==> config.mk <==
export PLATFORM = sky130hd
export DESIGN_NAME = mt32_audio_top
export DESIGN_NICKNAME = d
export VERILOG_FILES = /design/src/verilog/mt32_pkg.sv /design/src/verilog/mt32_audio_top.sv /design/src/verilog/i2s_receiver.sv /design/src/verilog/cable_orient.sv /design/src/verilog/edge_period_meter.sv /design/src/verilog/pin_deglitch.sv
export SDC_FILE = /design/constraint.sdc
export NUM_CORES = 1
export LEC_CHECK = 0
export ABC_AREA = 1
export BUFFER_PORTS_ARGS = -buffer_cell sky130_fd_sc_hd__clkbuf_2
export CORE_MARGIN = 2
export CORE_UTILIZATION = 62
export CTS_CLUSTER_SIZE = 10
export DETAILED_ROUTE_END_ITERATION = 10
export PLACE_DENSITY = 0.82
export SLEW_MARGIN = 20
export SYNTH_ARGS = -nofsm -noshare
export SYNTH_HDL_FRONTEND = slang
export SYNTH_SLANG_ARGS = --single-unit
==> constraint.sdc <==
create_clock -name CLK_AUDIO -period 3.8 [get_ports CLK_AUDIO]
set_input_delay 0.57 -clock CLK_AUDIO [delete_from_list [all_inputs] [get_ports CLK_AUDIO]]
set_output_delay 0.57 -clock CLK_AUDIO [all_outputs]
set_load 0.05 [all_outputs]
==> src/verilog/mt32_pkg.sv <==
package mt32_pkg;

	// ==========================================================
	// User port pin map
	// ==========================================================

	// Seven open-drain user-port pins
	localparam int PIN_COUNT = 7;

	// Pin indices, labelled as on the MT32-pi connector
	localparam int PIN_RX     = 0;
	localparam int PIN_TX     = 1;
	localparam int PIN_WS_A   = 2;
	localparam int PIN_SCL    = 3;
	localparam int PIN_BCLK_A = 4;
	localparam int PIN_DAT_A  = 5;
	localparam int PIN_SPARE  = 6;

	// One bit per pin, pin 0 in the LSB so the struct indexes like a vector
	typedef struct packed {
		logic spare;
		logic dat_a;
		logic bclk_a;
		logic scl;
		logic ws_a;
		logic tx;
		logic rx;
	} user_pins_t;

	// ==========================================================
	// Serial audio and MIDI lines after cable routing
	// ==========================================================

	typedef struct packed {
		logic ws;
		logic data;
		logic bclk;
		logic midi_rx;
	} i2s_lines_t;

	// Cable orientation as decided from the bit clock rates
	typedef enum logic {
		ORIENT_STRAIGHT = 1'b0,
		ORIENT_CROSSED  = 1'b1
	} orient_t;

endpackage
==> src/verilog/mt32_audio_top.sv <==
`timescale 1ns/1ps

module mt32_audio_top #(
	parameter int CNT_W    = 5,
	parameter int SAMPLE_W = 16
) (
	input  logic                  CLK_AUDIO,
	input  logic                  RESET,
	input  mt32_pkg::user_pins_t  user_in,
	output mt32_pkg::user_pins_t  user_out,
	input  logic                  uart_rxd,
	output logic                  uart_txd,
	output logic [SAMPLE_W-1:0]   audio_l,
	output logic [SAMPLE_W-1:0]   audio_r,
	output logic                  cable_crossed
);

	mt32_pkg::user_pins_t           pins_clean;
	logic [mt32_pkg::PIN_COUNT-1:0] pins_vec;
	logic [1:0][CNT_W-1:0]          period;
	mt32_pkg::orient_t              orient;
	mt32_pkg::i2s_lines_t           lines;

	// ==========================================================
	// Pin conditioning
	// ==========================================================

	pin_deglitch deglitch0 (
		.CLK_AUDIO  (CLK_AUDIO),
		.RESET      (RESET),
		.user_in    (user_in),
		.pins_clean (pins_clean)
	);

	assign pins_vec = pins_clean;

	// Meter 0 on pin 4, meter 1 on pin 6
	// One of them carries bclk, the other MIDI
	for (genvar i = 0; i < 2; i++) begin : rate_meter
		localparam int TAP = (i == 0) ? mt32_pkg::PIN_BCLK_A : mt32_pkg::PIN_SPARE;

		edge_period_meter #(
			.CNT_W (CNT_W)
		) meter (
			.CLK_AUDIO (CLK_AUDIO),
			.RESET     (RESET),
			.pin       (pins_vec[TAP]),
			.period    (period[i])
		);
	end

	// ==========================================================
	// Cable orientation and audio receive
	// ==========================================================

	cable_orient #(
		.CNT_W (CNT_W)
	) orient0 (
		.CLK_AUDIO  (CLK_AUDIO),
		.RESET      (RESET),
		.period_a   (period[0]),
		.period_b   (period[1]),
		.pins_clean (pins_clean),
		.orient     (orient),
		.lines      (lines)
	);

	i2s_receiver #(
		.SAMPLE_W (SAMPLE_W)
	) i2s0 (
		.CLK_AUDIO (CLK_AUDIO),
		.RESET     (RESET),
		.lines     (lines),
		.audio_l   (audio_l),
		.audio_r   (audio_r)
	);

	assign cable_crossed = (orient == mt32_pkg::ORIENT_CROSSED);

	// MIDI from the MT32-pi goes straight out on the UART
	assign uart_txd = lines.midi_rx;

	// Open-drain outputs released high so the pins can be read
	// Pin 1 carries MIDI out towards the MT32-pi
	always_comb begin
		user_out    = '1;
		user_out.tx = uart_rxd;
	end

endmodule

==> src/verilog/i2s_receiver.sv <==
`timescale 1ns/1ps

module i2s_receiver #(
	parameter int SAMPLE_W = 16
) (
	input  logic                  CLK_AUDIO,
	input  logic                  RESET,
	input  mt32_pkg::i2s_lines_t  lines,
	output logic [SAMPLE_W-1:0]   audio_l,
	output logic [SAMPLE_W-1:0]   audio_r
);

	// Bit counter must be able to hold SAMPLE_W itself
	localparam int CW = $clog2(SAMPLE_W + 1);

	// Bit clock edge detection
	logic bclk_d;
	logic bclk_rise;

	// Word select as sampled on the last bclk rise
	logic ws_last;

	// Set once ws_last holds a real sample
	logic ws_primed;

	// Raised by a ws change, commits the word on the next cycle
	logic word_end;

	logic [CW-1:0]       bit_cnt;
	logic [SAMPLE_W-1:0] shift_buf;

	assign bclk_rise = lines.bclk & ~bclk_d;

	always_ff @(posedge CLK_AUDIO) begin
		if (RESET) begin
			bclk_d    <= 1'b1;
			ws_last   <= 1'b0;
			ws_primed <= 1'b0;
			word_end  <= 1'b0;
			bit_cnt   <= '0;
			shift_buf <= '0;
			audio_l   <= '0;
			audio_r   <= '0;
		end else begin
			bclk_d <= lines.bclk;

			// ==================================================
			// Bit capture on bclk rise
			// ==================================================
			if (bclk_rise) begin
				// MSB first, extra bits beyond SAMPLE_W are dropped
				if (bit_cnt < CW'(SAMPLE_W)) begin
					shift_buf[SAMPLE_W-1-bit_cnt] <= lines.data;
					bit_cnt <= bit_cnt + 1'b1;
				end

				// ws change on this rise makes it the last bit of the word
				ws_last   <= lines.ws;
				ws_primed <= 1'b1;
				if (ws_primed && (lines.ws != ws_last)) begin
					word_end <= 1'b1;
				end
			end

			// ==================================================
			// Word commit
			// ==================================================
			if (word_end) begin
				word_end  <= 1'b0;
				bit_cnt   <= '0;
				// Unfilled low bits stay zero for the next word
				shift_buf <= '0;

				// High ws at the word end selects the left channel
				if (ws_last) begin
					audio_l <= shift_buf;
				end else begin
					audio_r <= shift_buf;
				end
			end
		end
	end

endmodule

==> src/verilog/cable_orient.sv <==
`timescale 1ns/1ps

module cable_orient #(
	parameter int CNT_W = 5
) (
	input  logic                   CLK_AUDIO,
	input  logic                   RESET,
	input  logic [CNT_W-1:0]       period_a,
	input  logic [CNT_W-1:0]       period_b,
	input  mt32_pkg::user_pins_t   pins_clean,
	output mt32_pkg::orient_t      orient,
	output mt32_pkg::i2s_lines_t   lines
);

	logic [mt32_pkg::PIN_COUNT-1:0] p;
	logic                           both_idle;

	assign p = pins_clean;

	// Neither candidate pin carries a clock
	assign both_idle = (&period_a) && (&period_b);

	// ==========================================================
	// Orientation decision
	// ==========================================================

	// Bit clock is the faster line, MIDI the slow one
	// Pin 4 no slower than pin 6 means the cable is crossed
	always_ff @(posedge CLK_AUDIO) begin
		if (RESET) begin
			orient <= mt32_pkg::ORIENT_STRAIGHT;
		end else if (!both_idle) begin
			// Keep last decision while both lines sit idle
			orient <= (period_a <= period_b) ? mt32_pkg::ORIENT_CROSSED
				: mt32_pkg::ORIENT_STRAIGHT;
		end
	end

	// ==========================================================
	// Line routing
	// ==========================================================

	always_comb begin
		if (orient == mt32_pkg::ORIENT_CROSSED) begin
			// ws on 2, data on 5, bclk on 4, MIDI on 6
			lines.ws      = p[mt32_pkg::PIN_WS_A];
			lines.data    = p[mt32_pkg::PIN_DAT_A];
			lines.bclk    = p[mt32_pkg::PIN_BCLK_A];
			lines.midi_rx = p[mt32_pkg::PIN_SPARE];
		end else begin
			// ws on 5, data on 2, bclk on 6, MIDI on 4
			lines.ws      = p[mt32_pkg::PIN_DAT_A];
			lines.data    = p[mt32_pkg::PIN_WS_A];
			lines.bclk    = p[mt32_pkg::PIN_SPARE];
			lines.midi_rx = p[mt32_pkg::PIN_BCLK_A];
		end
	end

endmodule

==> src/verilog/edge_period_meter.sv <==
`timescale 1ns/1ps

module edge_period_meter #(
	parameter int CNT_W = 5
) (
	input  logic             CLK_AUDIO,
	input  logic             RESET,
	input  logic             pin,
	output logic [CNT_W-1:0] period
);

	// Delayed copy for edge detection
	logic pin_d;
	logic rise;

	// First edge after reset only starts the count
	logic armed;

	// Cycles since the last rising edge, saturating
	logic [CNT_W-1:0] cnt;

	assign rise = pin & ~pin_d;

	always_ff @(posedge CLK_AUDIO) begin
		if (RESET) begin
			// Same idle level as the deglitcher, so no edge right after reset
			pin_d  <= 1'b1;
			armed  <= 1'b0;
			cnt    <= '0;
			period <= '1;
		end else begin
			pin_d <= pin;

			// Count up until all ones
			// A saturated count means an idle or very slow line
			if (!(&cnt)) begin
				cnt <= cnt + 1'b1;
			end else begin
				period <= '1;
			end

			// Rising edge closes the measurement
			if (rise) begin
				cnt   <= '0;
				armed <= 1'b1;
				if (armed) begin
					period <= cnt;
				end
			end
		end
	end

endmodule

==> src/verilog/pin_deglitch.sv <==
`timescale 1ns/1ps

module pin_deglitch (
	input  logic                   CLK_AUDIO,
	input  logic                   RESET,
	input  mt32_pkg::user_pins_t   user_in,
	output mt32_pkg::user_pins_t   pins_clean
);

	// Flat views of the pin structs
	logic [mt32_pkg::PIN_COUNT-1:0] raw;
	logic [mt32_pkg::PIN_COUNT-1:0] sample_q;
	logic [mt32_pkg::PIN_COUNT-1:0] accept_q;

	assign raw = user_in;

	// Two-sample agreement filter
	// The raw pin is compared with the previous sample
	// A level is accepted only once it has been seen on two edges in a row
	always_ff @(posedge CLK_AUDIO) begin
		if (RESET) begin
			// Open-drain lines idle high through the pull-ups
			sample_q <= '1;
			accept_q <= '1;
		end else begin
			sample_q <= raw;
			for (int i = 0; i < mt32_pkg::PIN_COUNT; i++) begin
				// Ringing shorter than one cycle never matches its neighbour
				if (sample_q[i] == raw[i]) begin
					accept_q[i] <= sample_q[i];
				end
			end
		end
	end

	// Stable change shows up two cycles after it hits the pin
	assign pins_clean = accept_q;

endmodule

After elaboration in Yosys (flattened, before gate mapping). Cells that the tools add are included.

Register bits: 93. Input bits: 10. Output and inout port bits: 41. Word-level logic and storage cells: 69.

$add $sub $neg: 4. $lt $le $gt $ge: 4. Eq/ne operators: 5. Mux-type cells: 12. Bitwise logic cells: 8. Reduce and logical (&&, ||, !) cells: 14.

Operators by type and width (number): greater-or-equal comparator 32 x 1 -> 1 bit (second input constant) (1); less-than comparator 32 x 5 -> 1 bit (second input constant) (1); 2-to-1 mux 5 bit (6); AND reduction 5 bit (4); bitwise mux 16 bit (1); adder 5 x 1 -> 5 bit (second input constant) (3); AND reduction 2 bit (3); OR reduction 2 bit (3); subtractor 4 x 5 -> 6 bit (first input constant) (1); less-or-equal comparator 5 bit (1); less-than comparator 5 bit (second input constant) (1); NOT 1 bit (5); demux 1 bit (select 4 bit) (1); equality test 1 bit (4); 2-to-1 mux 4 bit (1); AND 1 bit (3); logical AND 1 bit (3); 2-to-1 mux 1 bit (3); OR reduction 3 bit (1); inequality test 1 bit (1).

Depth between registers and ports, before layout. Gate-level depths: netlist of the first run.

Word-level depth: 6. Mapped depth: 10. Mapped depth without buffers: 9.

Modules after synthesis. A second synthesis of the first run with hierarchy kept.

Cells, all modules: 571. Area total of the unflattened synthesis: 4149.0 µm².

By module, submodules not included: i2s_receiver (instances 1, cells each 314, area an instance 2301.0 µm²); edge_period_meter (instances 2, cells each 61, area an instance 500.5 µm²); pin_deglitch (instances 1, cells each 78, area an instance 528.0 µm²); cable_orient (instances 1, cells each 49, area an instance 262.8 µm²); mt32_audio_top (instances 1, cells each 8, area an instance 56.3 µm²).

Worst setup path after synthesis of the first run. Ideal clock, no wire load.

Path type: register -> output. Start point: register orient0.orient. End point: output port uart_txd. Data arrival time: 1797 ps. Data required time: 3230 ps. Path slack: 1433 ps. Stages on the path, launching flop included: 3. Path buffers: 1. Cell sequence: dfxtp_1 > buf_6 > o21ai_0.

Cells in the longest elaborated chain, start to end: 1.

RTL lines: start: declaration (line cable_orient.sv:11) `output mt32_pkg::orient_t orient,`; start signal: assignment (line cable_orient.sv:31) `orient <= mt32_pkg::ORIENT_STRAIGHT;`; start signal: assignment (line cable_orient.sv:34) `orient <= (period_a <= period_b) ? mt32_pkg::ORIENT_CROSSED`; 2-to-1 mux 4 bit (line cable_orient.sv:44) `if (orient == mt32_pkg::ORIENT_CROSSED) begin`; end: declaration (line mt32_audio_top.sv:12) `output logic uart_txd,`.

No other way between the ends.

Final worst setup path of the first run. Ends and elaborated chain as after synthesis.

==> reports/metrics.cfg, run 1 <==
[run_status]
outcome=finished, final reports clean

[timing]
fin_crit_sh_pct=54.7
hold_violations=0
rsz0062_at_grt=no
fmax_ghz=0.481
whs_ns=0.416
drv_slew=0
worst_pin_slew_ns=0.860
fin_skew_ns=0.00889
min_period_ns=2.08
slew-limit-headroom_pct=42.6
tns_ns=0
setup_viol=0

[cts]
post_cts_buffers=0
cts.sinks=90
clk_pin_slew_ns=0.09
ctsHtreeMaxLevel=3
cts_buffers=9
root_buffer=clkbuf_8
cts_tree=built
clock_path_buffers=2
ctsHoldBuffers=0
cts-resized-gates=0
clk_latency_ns=0.37

[cells_and_area]
nNetsFinal=576
seq_area_sq_mm=0.00180
fill_cells=493
final_cells=632
drive_gt1_share_pct=14.2
multi_input_area_sq_mm=0.00181
synthToLayoutAreaGrowth_pct=8.93
antenna_cells=0
stdcell_area_sq_mm=0.00427

[worst_setup_path]
cp_max_fo=11
critPathRequiredTime_ns=3.23
startpoint=orient0.orient
reg2reg_slack_ns=2.01
reg2reg_to=i2s0.bit_cnt[3]
r2r_cells=5
critPathLaunchType=flop
critPathKind=flop to primary output
r2r-start=i2s0.bit_cnt[4]
end_kind=primary output
critPathArrivalTime_ns=1.51

[worst_hold_path]
hp-class=input port to flop
min_path_cells=2
min_from=user_in[6]
hold_end=deglitch0.sample_q[6]

[floorplanning]
die_x_microns=83.5
initial_core_util_pct=65.1
die-height_microns=83.5
die_area_sq_mm=0.00698
core_sq_mm=0.00603
core.rowCount=28
ios=51

[global_route]
grt_pass1_wl_microns=13200
grt_max_degree=33
grt-ovfl-total=0
antenna_found_initial=0
grt_pass1_vias=3053
grtUsageTotal_pct=22.8

[placement]
routabilityCongestion=0.807
io_buffers=39
dpl.cell_count=616
dp_hpwl_microns=5370
postPlaceCellArea_sq_mm=0.00407

[power_and_ir_drop]
power.density_mw_per_mm2=403
power_mw=1.72
peakVddDrop_uv=250
leakage_nw=1.85

[routing]
avgViaCountPerCell=5.29
routed_wl_microns=7670
drtIter0Drc=181
num_vias=3345
ant_nets=0
dr.pass1.iters=5
wl_per_cell_microns=12.1
drc=0

[synthesis]
synthCells=525
synth_warnings=0
synth.yosys.seq_area_share_pct=45.9
yosysTopAreaCell=dfxtp_1
synth_top_area_share_pct=45.9
yosysUniqueCellTypes=30
syn_area_sq_mm=0.00392
synth_area_leaders=dfxtp_1 46%, nor2_1 12%, nand2_1 7.8%
postSynthAreaPerCell_sq_um=7.47
yosys_register_bits=90

[job]
max_cap_viol_count=0

[state kept, by name, indices dropped and copies added (netlist names)]
register                 flops
i2s0.audio_l                16
i2s0.audio_r                16
i2s0.shift_buf              16
rate_meter.meter.cnt        10
rate_meter.meter.period     10
i2s0.bit_cnt                 5
deglitch0.pins_clean         4
deglitch0.sample_q           4
rate_meter.meter.armed       2
rate_meter.meter.pin_d       2
i2s0.bclk_d                  1
i2s0.word_end                1
i2s0.ws_last                 1
i2s0.ws_primed               1
orient0.orient               1
[report_power, final]
group,internal (mW),switching (mW),total (mW)
clock,0.308,0.353,0.661
combinational,0.0250,0.0673,0.0923
sequential,0.956,0.0113,0.967
[metrics by stage]
step | worst slack [ns] | util [%]
finish | 1.72 | 70.9
CTS | 1.74 | 70.9
global route | 1.65 | 70.9
detailed placement | 1.78 | 67.5
floorplan | 1.43 | -
global placement | 1.83 | 67.5
[critical path, stage by stage, from the launching register on]
cell and delay [ns]:
dfxtp_1 0.62, nand2_1 0.10, o21ai_0 0.11, clkbuf_2 0.31
[routing by layer]
layer | share of wire [%] | vias up | GRT usage [%]
met1 | 49 | 1496 | 30.5
met3 | 4.7 | 14 | 4.06
met4 | 1.9 | 0 | 10.4
li1 | - | 1734 | -
met5 | 0 | - | 0
met2 | 44 | 101 | 36.1
[cells in the final DEF, fill, tap and decap left out, types with 3 or more instances in the layout]
cell type   instances
a21oi_1            24
clkbuf_2           39
clkbuf_8            9
clkinvlp_4          3
conb_1              6
dfxtp_1            90
ha_1               14
inv_1              39
nand2_1            81
nand2_2             3
nand3_1            10
nand4_1            17
nor2_1            121
nor2_2              8
nor3_1              9
o211ai_1            6
o21ai_0            52
or2_2               4
xor2_1              5
[worst max path at each step]
| stage | to | slack (ns) | cells after the start |
|---|---|---|---|
| global route | uart_txd | 1.65 | 3 |
| global placement | rate_meter[0].meter.cnt[0] | 1.83 | 4 |
| finish | uart_txd | 1.72 | 3 |
| floorplan | uart_txd | 1.43 | 2 |
| CTS | uart_txd | 1.74 | 3 |
| detailed placement | rate_meter[1].meter.cnt[0] | 1.78 | 4 |
[cell families after synthesis]
family	synth area share, %
flops	45.9
buf+inv	8.36
compound gates	11.3
other cells	0.0956
simple gates	28.7
fa+ha+maj	4.47
xor+xnor	1.12
[synth_stat cells]
cell and instances:
a21oi_1 24, inv_4 1, o21ai_2 1, xor2_1 5, o211ai_1 6, nor3b_1 2
buf_4 8, conb_1 1, clkbuf_1 7, or2_2 4, inv_2 2, o21ai_0 52
buf_6 2, dfxtp_1 90, nand2_4 1, buf_2 11, nand3_1 10, buf_1 1
nor2_2 8, inv_1 39, nand2_2 3, nor2_4 2, nor2_1 121, ha_1 14
nand3_4 1, nor3_1 9, o21a_1 1, nand2_1 81, nand4_1 17, nand3b_1 1
[cell type report]
cell class | instances | share of cell area (%)
multi-input cells | 369 | 42.4
flip-flops and latches | 90 | 42.2
repair buffers | 40 | 4.75
inverters | 42 | 3.75
clock buffers | 9 | 2.90
well taps | 75 | 2.20
clock inverters | 7 | 1.85
No activity file was read; power rests on OpenSTA's default activity.
==> run 2, diff against run 1 <==
--- a/config.mk
+++ b/config.mk
@@ -8,10 +8,10 @@
 export ABC_AREA = 1
 export BUFFER_PORTS_ARGS = -buffer_cell sky130_fd_sc_hd__clkbuf_2
 export CORE_MARGIN = 2
-export CORE_UTILIZATION = 62
+export CORE_UTILIZATION = 52
 export CTS_CLUSTER_SIZE = 10
 export DETAILED_ROUTE_END_ITERATION = 10
-export PLACE_DENSITY = 0.82
+export PLACE_DENSITY = 0.73
 export SLEW_MARGIN = 20
 export SYNTH_ARGS = -nofsm -noshare
 export SYNTH_HDL_FRONTEND = slang
==> constraint.sdc (replaced) <==
create_clock -name CLK_AUDIO -period 1.9 [get_ports CLK_AUDIO]
set_input_delay 0.285 -clock CLK_AUDIO [delete_from_list [all_inputs] [get_ports CLK_AUDIO]]
set_output_delay 0.285 -clock CLK_AUDIO [all_outputs]
set_load 0.05 [all_outputs]
==> reports/metrics.cfg, run 2 (synthesized netlist as in run 1, its figures left out) <==
[floorplanning]
die_x_microns=90.8  ; +8.8%
initial_core_util_pct=53.8  ; -11 points
ios=51  ; unchanged
core_sq_mm=0.00729  ; +21%
core.rowCount=31  ; +11%
die_area_sq_mm=0.00825  ; +18%
die-height_microns=90.8  ; +8.8%

[run_status]
outcome=finished, final reports clean

[routing]
wl_per_cell_microns=11.0  ; -9.4%
drtIter0Drc=134  ; -26%
drc=0  ; unchanged
routed_wl_microns=7250  ; -5.4%
dr.pass1.iters=4  ; -1
ant_nets=0  ; unchanged
num_vias=3244  ; -3.0%
avgViaCountPerCell=4.92  ; -7.1%

[cts]
cts_tree=built
post_cts_buffers=0  ; unchanged
root_buffer=clkbuf_8
ctsHtreeMaxLevel=3  ; unchanged
clk_latency_ns=0.35  ; -0.02 ns
clk_pin_slew_ns=0.09  ; about the same
clock_path_buffers=2  ; unchanged
cts_buffers=9  ; unchanged
cts.sinks=90  ; unchanged

[cells_and_area]
top_regs=i2s0.audio_l x16, i2s0.audio_r x16, i2s0.shift_buf x16
stdcell_area_sq_mm=0.00433  ; +1.4%
final_cell_mix=121 x nor2_1, 90 x dfxtp_1, 81 x nand2_1, 51 x o21ai_0
drive_gt1_share_pct=15.0  ; +0.79 points
antenna_cells=0  ; unchanged
nNetsFinal=580  ; +0.69%
layout_commonest_cell=nor2_1
synthToLayoutAreaGrowth_pct=10.5
final_util_pct=59.4  ; -11 points
fill_cells=701  ; +42%

[timing]
slew-limit-headroom_pct=55.4  ; +13 points
fmax_ghz=0.559
worst_pin_slew_ns=0.662  ; -0.198 ns
setup_viol=0  ; unchanged
fin_crit_sh_pct=94.1
fin_skew_ns=0.0111  ; +0.00218 ns
min_period_ns=1.79
hold_violations=0  ; unchanged
drv_slew=0  ; unchanged
tns_ns=0  ; unchanged
rsz0062_at_grt=no
whs_ns=0.149  ; -0.267 ns

[global_route]
grt_pass1_vias=2921  ; -4.3%
antenna_found_initial=0  ; unchanged
grt-ovfl-total=0  ; unchanged
grt_max_degree=35  ; +6.1%
grtUsageTotal_pct=18.8  ; -4.1 points
grt_pass1_wl_microns=12900  ; -2.2%

[placement]
io_buffers=39  ; unchanged
routabilityCongestion=0.821  ; +1.8%
postPlaceCellArea_sq_mm=0.00414  ; +1.8%
dp_hpwl_microns=5320  ; -0.93%

[worst_setup_path]
cpPeakStageDelay_ns=0.63  ; about the same
path_cells=nand2_1, o21ai_1, clkbuf_2
end_kind=primary output
critPathKind=flop to primary output
critPathRequiredTime_ns=1.62  ; -1.61 ns
cp_top_family=flip-flops
critPathLaunchType=flop
critPathArrivalTime_ns=1.50  ; about the same
path_buf_inv=1  ; unchanged
cp_max_fo=11  ; unchanged
slowest_stage=dfxtp_1

[worst_hold_path]
hp-class=input port to flop

[power_and_ir_drop]
peakVddDrop_uv=421  ; +69%
power_mw=3.33  ; +94%
leakage_nw=1.87  ; +1.1%
power.density_mw_per_mm2=769  ; +91%

[job]
max_cap_viol_count=0  ; unchanged

run 2: layout make-up:
cell class | instances | area (sq um) | share of cell area (%)
inverters | 42 | 160 | 3.70
clock buffers | 11 | 151 | 3.49
well taps | 99 | 124 | 2.86
flip-flops and latches | 90 | 1800 | 41.6
multi-input cells | 369 | 1810 | 41.8
clock inverters | 5 | 37.5 | 0.866
repair buffers | 44 | 245 | 5.66
run 2: final timing paths:
path / from / endpoint / slack [ns] / depth (start not counted)
worst min register to register: i2s0.ws_primed / i2s0.word_end / 0.46 / 2
worst max register to register: rate_meter[0].meter.cnt[0] / rate_meter[0].meter.cnt[3] / 0.23 / 9
worst min-delay path: user_in[4] / deglitch0.sample_q[4] / 0.15 / 2
worst max-delay path: orient0.orient / uart_txd / 0.11 / 3
run 2: power breakdown:
part	leakage (nW)	total, mW	internal [mW]	switching [mW]
logic	1.05	0.190	0.0545	0.136
clock network	0.0919	1.21	0.551	0.657
registers	0.729	1.93	1.91	0.0220
run 2: worst register-to-register path: cells and delay by family, from the launching register on:
kind | cells | cell delay, ns
adder cells (fa/ha/maj) | 2 | 0.50
XOR/XNOR | 1 | 0.16
buffers and inverters | 2 | 0.19
AND/OR/NAND/NOR | 4 | 0.34
flip-flops | 1 | 0.35
run 2: per-layer routing:
layer / global-route usage, % / wire length (microns) / share of wire [%]
met5: 0 / 0 / 0
met1: 25.9 / 3810 / 53
met4: 7.20 / 89 / 1.2
met2: 29.1 / 3020 / 42
met3: 3.59 / 330 / 4.5
run 2: repair_timing:
action,CTS,global route
hold buffers,0,0
setup endpoints to repair,0,1
resized for setup,0,1
run 2: metrics by stage:
| stage | setup WS, ns | cells |
|---|---|---|
| 5_1_grt | 0.00546 | 660 |
| 3_5_place_dp | 0.180 | 644 |
| 3_3_place_gp | 0.222 | 644 |
| 4_1_cts | 0.125 | 660 |
| 2_1_floorplan | 0.202 | 530 |
| 6_report | 0.113 | 660 |
